`src/mem_settings.svh`:
```
`ifndef MEM_SETTINGS_SVH
`define MEM_SETTINGS_SVH

// ******************************
// Buffer sizing
// ******************************

// Number of buffer addresses, also the free list depth
`define MEM_NUMADDR 16

// Address width, log2 of MEM_NUMADDR
`define MEM_BITADDR 4

`define MEM_WIDTH   32                  // Data word width

// Free count must hold 0 up to MEM_NUMADDR inclusive
`define MEM_BITCNT  (`MEM_BITADDR + 1)

`endif

```
`src/mem_types_pkg.sv`:
```
`include "mem_settings.svh"

package mem_types_pkg;

  // Buffer address, one free list entry
  typedef logic [`MEM_BITADDR-1:0] addr_t;

  typedef logic [`MEM_WIDTH-1:0]   data_t;   // Stored payload word

  // Number of free addresses, also the back-pressure threshold
  typedef logic [`MEM_BITCNT-1:0]  count_t;

endpackage

```
`src/mem_ctrl_pkg.sv`:
```
package mem_ctrl_pkg;

  // Allocator sequence after reset
  typedef enum logic {
    ST_FILL,                            // Loading addresses into the free list
    ST_RUN                              // Allocate and dequeue accepted
  } alloc_state_e;

endpackage

```
`src/free_list_alloc.sv`:
```
`timescale 1ns/1ps
`include "mem_settings.svh"

module free_list_alloc (
  input  logic                  clk,
  input  logic                  rst_n,
  input  logic                  ma_write,
  input  logic                  dq_vld,
  input  mem_types_pkg::addr_t  dq_adr,
  input  mem_types_pkg::count_t bp_thr,
  output logic                  ready,
  output logic                  ma_bp,
  output logic                  take,
  output mem_types_pkg::addr_t  ma_adr
);

  import mem_types_pkg::*;
  import mem_ctrl_pkg::*;

  alloc_state_e state;
  addr_t        fl_mem [`MEM_NUMADDR];  // Circular list of free addresses
  addr_t        head;                   // Next address to hand out
  addr_t        tail;                   // Slot for the next returned address
  count_t       count;                  // Free entries in the list
  logic         fill_phase;
  logic         fill_done;
  logic         push;
  logic         fl_push;
  addr_t        fl_din;

  assign fill_phase = (state == ST_FILL);
  assign fill_done  = fill_phase && (count == count_t'(`MEM_NUMADDR - 1));
  assign ready      = (state == ST_RUN);

  // Allocate only with a non-empty list
  assign take = ma_write && ready && (count != '0);
  assign push = dq_vld && ready;

  // During fill the tail pointer itself is the address loaded, giving 0 to 15
  assign fl_push = fill_phase || push;
  assign fl_din  = fill_phase ? tail : dq_adr;

  assign ma_adr = fl_mem[head];         // Head of list shown to the user

  // ******************************
  // Sequence control
  // ******************************
  always_ff @(posedge clk) begin
    if (!rst_n) begin
      state <= ST_FILL;
    end else begin
      case (state)
        ST_FILL: if (fill_done) state <= ST_RUN;
        ST_RUN:  state <= ST_RUN;
        default: state <= ST_FILL;
      endcase
    end
  end

  // ******************************
  // Pointers and free count
  // ******************************
  always_ff @(posedge clk) begin
    if (!rst_n) begin
      head  <= '0;
      tail  <= '0;
      count <= '0;
    end else begin
      if (take) begin
        head <= head + 1'b1;            // Wraps at MEM_NUMADDR
      end
      if (fl_push) begin
        tail <= tail + 1'b1;
      end
      case ({fl_push, take})
        2'b10:   count <= count + 1'b1;
        2'b01:   count <= count - 1'b1;
        default: count <= count;        // Take and push together cancel
      endcase
    end
  end

  always_ff @(posedge clk) begin
    if (fl_push) begin
      fl_mem[tail] <= fl_din;
    end
  end

  // Advisory back-pressure, one cycle behind the count
  always_ff @(posedge clk) begin
    if (!rst_n) begin
      ma_bp <= 1'b0;
    end else begin
      ma_bp <= (count <= bp_thr);
    end
  end

  // ******************************
  // Checks
  // ******************************

  // User must respect an empty list
  a_no_alloc_empty: assert property (@(posedge clk) disable iff (!rst_n)
    (ma_write && ready) |-> (count != '0))
    else $error("ma_write while the free list is empty");

  // A returned address can never overflow the list
  a_no_push_full: assert property (@(posedge clk) disable iff (!rst_n)
    dq_vld |-> (ready && (count != count_t'(`MEM_NUMADDR))))
    else $error("dq_vld while the free list is full or filling");

endmodule

```
`src/data_store.sv`:
```
`timescale 1ns/1ps
`include "mem_settings.svh"

module data_store (
  input  logic                 clk,
  input  logic                 take,
  input  mem_types_pkg::addr_t ma_adr,
  input  mem_types_pkg::data_t ma_din,
  input  logic                 write,
  input  mem_types_pkg::addr_t wr_adr,
  input  mem_types_pkg::data_t din,
  input  logic                 read,
  input  mem_types_pkg::addr_t rd_adr,
  output mem_types_pkg::data_t rd_word
);

  import mem_types_pkg::*;

  data_t mem [`MEM_NUMADDR];            // Payload array

  // ******************************
  // Write side
  // ******************************

  // Plain write comes last so it wins on a shared address
  always_ff @(posedge clk) begin
    if (take) begin
      mem[ma_adr] <= ma_din;            // Data that arrives with the allocate
    end
    if (write) begin
      mem[wr_adr] <= din;
    end
  end

  // ******************************
  // Read side
  // ******************************

  // Sampled before this edge's writes land
  always_ff @(posedge clk) begin
    if (read) begin
      rd_word <= mem[rd_adr];
    end
  end

  // Allocate hands out a free address, the write port should not target it yet
  a_no_take_write_clash: assert property (@(posedge clk)
    (take && write) |-> (ma_adr != wr_adr))
    else $error("allocate and write hit address %0h in one cycle", wr_adr);

endmodule

```
`src/read_path.sv`:
```
`timescale 1ns/1ps
`include "mem_settings.svh"

module read_path (
  input  logic                 clk,
  input  logic                 rst_n,
  input  logic                 take,
  input  mem_types_pkg::addr_t ma_adr,
  input  logic                 dq_vld,
  input  mem_types_pkg::addr_t dq_adr,
  input  logic                 read,
  input  mem_types_pkg::addr_t rd_adr,
  input  mem_types_pkg::data_t rd_word,
  output mem_types_pkg::data_t rd_dout,
  output logic                 rd_vld,
  output logic                 rd_err
);

  logic [`MEM_NUMADDR-1:0] alloc_map;   // One bit per address held by the user
  logic                    rd_vld_s1;
  logic                    rd_err_s1;

  // ******************************
  // Allocation map
  // ******************************

  // Take always lands on a free address, so it never meets a dequeue
  always_ff @(posedge clk) begin
    if (!rst_n) begin
      alloc_map <= '0;
    end else begin
      if (dq_vld) begin
        alloc_map[dq_adr] <= 1'b0;
      end
      if (take) begin
        alloc_map[ma_adr] <= 1'b1;
      end
    end
  end

  // ******************************
  // Read pipeline
  // ******************************
  always_ff @(posedge clk) begin
    if (!rst_n) begin
      rd_vld_s1 <= 1'b0;
      rd_err_s1 <= 1'b0;
      rd_vld    <= 1'b0;
      rd_err    <= 1'b0;
    end else begin
      rd_vld_s1 <= read;
      rd_err_s1 <= read && !alloc_map[rd_adr]; // Map state at the request edge
      rd_vld    <= rd_vld_s1;
      rd_err    <= rd_err_s1;
    end
  end

  always_ff @(posedge clk) begin
    if (rd_vld_s1) begin
      rd_dout <= rd_word;               // Word from the store, one cycle old
    end
  end

  a_dq_allocated: assert property (@(posedge clk) disable iff (!rst_n)
    dq_vld |-> alloc_map[dq_adr])
    else $error("dequeue of unallocated address %0h", dq_adr);

  a_err_with_vld: assert property (@(posedge clk) disable iff (!rst_n)
    rd_err |-> rd_vld)
    else $error("rd_err without rd_vld");

endmodule

```
`src/alloc_mem_top.sv`:
```
`timescale 1ns/1ps

module alloc_mem_top (
  input  logic                  clk,
  input  logic                  rst_n,
  output logic                  ready,
  input  logic                  ma_write,
  output mem_types_pkg::addr_t  ma_adr,
  input  mem_types_pkg::data_t  ma_din,
  output logic                  ma_bp,
  input  mem_types_pkg::count_t bp_thr,
  input  logic                  write,
  input  mem_types_pkg::addr_t  wr_adr,
  input  mem_types_pkg::data_t  din,
  input  logic                  read,
  input  mem_types_pkg::addr_t  rd_adr,
  output mem_types_pkg::data_t  rd_dout,
  output logic                  rd_vld,
  output logic                  rd_err,
  input  logic                  dq_vld,
  input  mem_types_pkg::addr_t  dq_adr
);

  import mem_types_pkg::*;

  logic  take;                          // Qualified allocate
  data_t rd_word;                       // Store output into the read pipeline

  free_list_alloc u_alloc (
    .clk      (clk),
    .rst_n    (rst_n),
    .ma_write (ma_write),
    .dq_vld   (dq_vld),
    .dq_adr   (dq_adr),
    .bp_thr   (bp_thr),
    .ready    (ready),
    .ma_bp    (ma_bp),
    .take     (take),
    .ma_adr   (ma_adr)
  );

  data_store u_store (
    .clk     (clk),
    .take    (take),
    .ma_adr  (ma_adr),
    .ma_din  (ma_din),
    .write   (write),
    .wr_adr  (wr_adr),
    .din     (din),
    .read    (read),
    .rd_adr  (rd_adr),
    .rd_word (rd_word)
  );

  read_path u_read (
    .clk     (clk),
    .rst_n   (rst_n),
    .take    (take),
    .ma_adr  (ma_adr),
    .dq_vld  (dq_vld),
    .dq_adr  (dq_adr),
    .read    (read),
    .rd_adr  (rd_adr),
    .rd_word (rd_word),
    .rd_dout (rd_dout),
    .rd_vld  (rd_vld),
    .rd_err  (rd_err)
  );

endmodule

```
`config.mk`:
```
export PLATFORM = sky130hd
export DESIGN_NAME = alloc_mem_top
export DESIGN_NICKNAME = d
export VERILOG_FILES = /design/src/mem_types_pkg.sv /design/src/mem_ctrl_pkg.sv /design/src/free_list_alloc.sv /design/src/data_store.sv /design/src/read_path.sv /design/src/alloc_mem_top.sv
export VERILOG_INCLUDE_DIRS = /design/src
export SDC_FILE = /design/constraint.sdc
export NUM_CORES = 1
export LEC_CHECK = 0
export ABC_AREA = 1
export BUFFER_PORTS_ARGS = -buffer_cell sky130_fd_sc_hd__buf_2
export CORE_UTILIZATION = 50
export CTS_CLUSTER_DIAMETER = 50
export DETAILED_ROUTE_END_ITERATION = 10
export PLACE_DENSITY = 0.69
export SLEW_MARGIN = 0
export SYNTH_ARGS = -nofsm -noshare
export SYNTH_HDL_FRONTEND = slang
export SYNTH_SLANG_ARGS = --single-unit
```
`constraint.sdc`:
```
create_clock -name clk -period 2.4 [get_ports clk]
set_input_delay 0.48 -clock clk [delete_from_list [all_inputs] [get_ports clk]]
set_output_delay 0.48 -clock clk [all_outputs]
set_load 0.03 [all_outputs]
```
-- Word-level counts from Yosys, hierarchy flattened
Memories as Yosys holds them, arrays and structs flattened. A register that Yosys moved wholly into a read port is not among the register bits.
Cells that the tools add are included.
- register bits: 67
- RAM bits: 576
- input port bits: 87
- output and inout bits: 40
- word-level logic and storage cells: 62
- memories kept: 2
- memory list (name ; depth ; bits a word ; read ports ; clocked after Yosys merged registers in ; write ports ; line ; RTL):
    u_store.mem ; 16 ; 32 ; 1 ; 1 ; 2 ; data_store.sv:19 ; data_t mem [`MEM_NUMADDR];
    u_alloc.fl_mem ; 16 ; 4 ; 1 ; 1 ; 1 ; free_list_alloc.sv:21 ; addr_t fl_mem [`MEM_NUMADDR];
- add/sub/neg operators: 4
- order comparisons: 6
- eq/ne operators: 3
- multiplexer cells: 21
- bitwise logic cells: 4
- reductions and logical operators: 11
- operator list (kind ; number):
    16-bit two-way mux ; 3
    16-bit AND ; 1
    16-bit inverter ; 1
    16-bit bitwise OR ; 1
    4-bit by 5-bit less-than comparator with 1-bit output, second input constant ; 3
    4-bit two-way mux ; 3
    1-bit two-way mux ; 10
    5-bit one-hot mux with 2 select lines ; 1
    4-bit by 1-bit adder with 4-bit output, second input constant ; 2
    1-bit demux with 4-bit select ; 2
    4-bit by 1-bit >= comparator with 1-bit output, second input constant ; 2
    1-bit logical AND ; 7
    5-bit by 1-bit adder with 5-bit output, second input constant ; 1
    5-bit by 4-bit equality test with 1-bit output, second input constant ; 1
    5-bit <= comparator ; 1
    5-bit nonzero test ; 1
    5-bit by 1-bit subtractor with 5-bit output, second input constant ; 1
    1-bit binary-select mux with 4-bit select ; 1
    2-bit by 1-bit equality test with 1-bit output, second input constant ; 1
    2-bit equality test, second input constant ; 1
    1-bit one-hot mux with 2 select lines ; 1
    2-bit nonzero test ; 1
    1-bit logical NOT ; 1
    1-bit logical OR ; 1
    1-bit inverter ; 1

-- Longest topological paths before layout
- word-level depth: 10
- depth in mapped cells: 15

-- Modules after synthesis
From an unflattened synthesis, not the netlist that was laid out.
- cells, all modules: 3978
- area total of the unflattened synthesis: 34334.2 um^2
- by module, submodules not included (module ; times used ; cells an instance ; area each (um^2) ; sequential area each (um^2)):
    data_store ; 1 ; 3423 ; 28487.3 ; 16335.7
    free_list_alloc ; 1 ; 371 ; 3880.0 ; 2302.2
    read_path ; 1 ; 184 ; 1966.9 ; 1361.3

-- Worst setup path after synthesis
Ideal clock, no wire load.
- path kind: reg-to-reg
- start: reg (tool-made name)
- end: mem u_store.mem[2][0] (netlist name), enable pin
- arrival: 2092 ps
- slack: -81 ps
- cell stages (with the launch flop): 12
- period minus slack after synthesis: 2481 ps
- cells stage by stage: dfxtp_1 > buf_6 > inv_2 > buf_6 > nand3_1 > nand3_1 > nand3_1 > nand2_2 > nand2_2 > nor2_4 > nand2_1 > nand2_1
- RTL lines (what ; line):
    to (decl) ; data_store.sv:19

==> impl_metrics.ini <==
[run_status]
status = complete, no violations

[critical_path]
cp.arrival_ps = 1880
end_kind = primary output
path_max_fanout = 17
start_kind = flop
critPathKind = flop to primary output
worstRegToRegCells = 13
critPathRequiredTime_ps = 1920

[synthesis]
synth_warnings = 0
synth_most_common_cell = o21ai_0
yosysTopAreaCell = edfxtp_1
yosysTopAreaCellShare_pct = 60.0
synth_edf_count = 640
synth_nets = 3379
synth_flop_cell = edfxtp_1
synth.area.top_cells = edfxtp_1 (60%), o21ai_0 (12%), nand2_1 (8.3%), nor2_1 (3.7%), o221ai_1 (2.9%)
ys_ff_latch = 679
synth_common_cells = o21ai_0 (792), nand2_1 (711), edfxtp_1 (640)
synthDistinctLibCells = 36
async_flop_share_pct = 0
seq_area_frac_synth_pct = 62.4
synth_area_sq_um = 32000
syn_inst = 3279
avgSynthCellArea_sq_um = 9.77

[clocking]
clk_path_buf_depth = 3
worstSkewPairLatency_ps = 640
clock-sinks = 679
clkTransAtPathRegs_ps = 70
cts_buffers = 82
clock-root-buffer = clkbuf_16
cts_tree = built
hold_buffers = 0
htreeDepth = 3

[floorplan]
die_w_um = 255
ios = 127
core_area_sq_um = 63200
fp-row-count = 92
die-area_sq_um = 65100
initial_core_util_pct = 50.7
dieHeight_um = 255

[layout]
n_fill_cell = 5164
register_area_sq_um = 20000
area_growth_pct = 14.4
multi_input_area_sq_um = 10400
finalNonFillerCells = 4192
drive_gt1_share_pct = 13.4
finalNetCount = 3377

[placed_design]
dpl.hpwl_mm = 58.4
placed_cells = 4034
place.gp.congestion = 0.925
port_buffers = 126

[routing]
finalWirelength_mm = 94.9
via_per_inst = 6.02
wire_per_inst_um = 22.6
dr.pass1.iters = 6
ant_nets = 0
drc = 0
vias = 25200
drtIter0Drc = 3380

[timing]
fmax_ghz = 0.424
finalCritPeriodShare_pct = 98.2
finalSetupViolCount = 0
tightest_slew_ps = 881
fin_tns_setup_ps = 0
fin_crit_ps = 2360
skew_ps = 29.8
rsz0062_at_grt = true
slew_headroom_pct = 41.3
slew_viol_final = 0
finalHoldViolations = 0

[grt]
grt_first_pass_wirelength_mm = 143
antenna_found_initial = 10
grt_usage_pct = 29.3
grt_max_degree = 73
grt_overflow = 0
grt_pass1_vias = 24100

[pwr]
ir_drop_mv = 0.543
powerDensity_nw_per_um2 = 760
leakage_nw = 14.0

[min_path]
whs_path_depth = 3
min-delay-start = rst_n
min_path_type = primary input to flop

[job]
drv_cap = 0
[cell families after synthesis]
group           Yosys count  share of synthesized area [%]
xor+xnor                  6                          0.164
buf+inv                 447                           5.58
fa+ha+maj                13                          0.508
simple gates           1140                           14.0
compound gates          994                           17.3
flops                   679                           62.4
[stage by stage]
stage	power, mW	cell area (sq um)	setup slack (ps)	hold WS [ps]	util [%]
floorplan	15.0	32100	210	390	-
CTS	27.9	36600	0.439	153	57.9
finish	27.8	36600	42.7	175	58.0
detailed placement	15.8	33900	156	405	53.6
global route	28.6	36600	-34.1	192	58.0
global placement	15.7	33900	215	407	53.6
[cell usage in the layout (no fill, tap or decap), types with 15 or more instances in the layout]
cell,netlist,layout
o21ai_0,792,792
nand2_1,711,685
edfxtp_1,640,640
nor2_1,312,311
buf_2,23,119
inv_1,107,106
o221ai_1,105,105
nand3_1,95,86
clkbuf_16,0,84
buf_4,9,77
buf_12,0,42
dfxtp_1,39,37
nand2_2,4,28
o211ai_1,26,26
o22ai_1,26,26
a21oi_1,15,15
[critical path, cell delays in order (launching register included)]
cell and delay, ps:
dfxtp_4 400, buf_8 160, nand2_1 60, nand2_1 70, nand2_1 50, nand3_1 90, nand3_2 100, nand2_4 120
buf_4 180
[area by class of cell]
cell class / instances / share of cell area (%)
sequential: 679 / 54.6
timing repair buffer: 244 / 5.70
clock buffer: 96 / 5.89
inverter: 117 / 1.24
clock inverter: 54 / 1.37
antenna: 3 / 0.0205
tap: 846 / 2.89
multi-input combinational: 2153 / 28.3
[registers in the layout (all words and copies together) (netlist names), named ones only]
signal / cells
u_store.mem: 512
u_alloc.fl_mem: 64
u_read.rd_dout: 32
u_store.rd_word: 32
u_read.alloc_map: 16
u_alloc.count: 5
u_alloc.head: 4
u_alloc.tail: 4
u_alloc.ma_bp: 1
u_alloc.ready: 1
u_read.rd_err: 1
u_read.rd_err_s1: 1
u_read.rd_vld: 1
u_read.rd_vld_s1: 1
[power breakdown]
part | internal, mW | switching, mW | leakage, nW
Sequential | 13.2 | 0.0713 | 6.15
Clock | 7.08 | 5.10 | 1.28
Combinational | 0.692 | 1.65 | 6.56
Total | 21.0 | 6.82 | 14.0
[final timing paths]
kind / to / slack [ps]
setup / recovery: ma_adr[0] / 40
hold / removal: u_read.rd_err / 180
setup reg to reg: u_store.mem[1][2] / 90
hold reg to reg: u_read.rd_dout[26] / 410
[routing by layer]
layer | share of wire [%] | up-vias | track usage, %
li1 | - | 11500 | -
met1 | 39 | 12000 | 38.8
met2 | 47 | 1446 | 46.9
met3 | 11 | 230 | 7.07
met4 | 3.0 | 10 | 11.0
met5 | 0.063 | - | 0
[what timing repair did]
item                       4_1_cts  5_1_grt
setup endpoints to repair        4        4
setup buffers                    0        5
gates resized for setup         14        7
pin swaps                        0        3
Note: power is estimated with default switching activity, not from simulation.
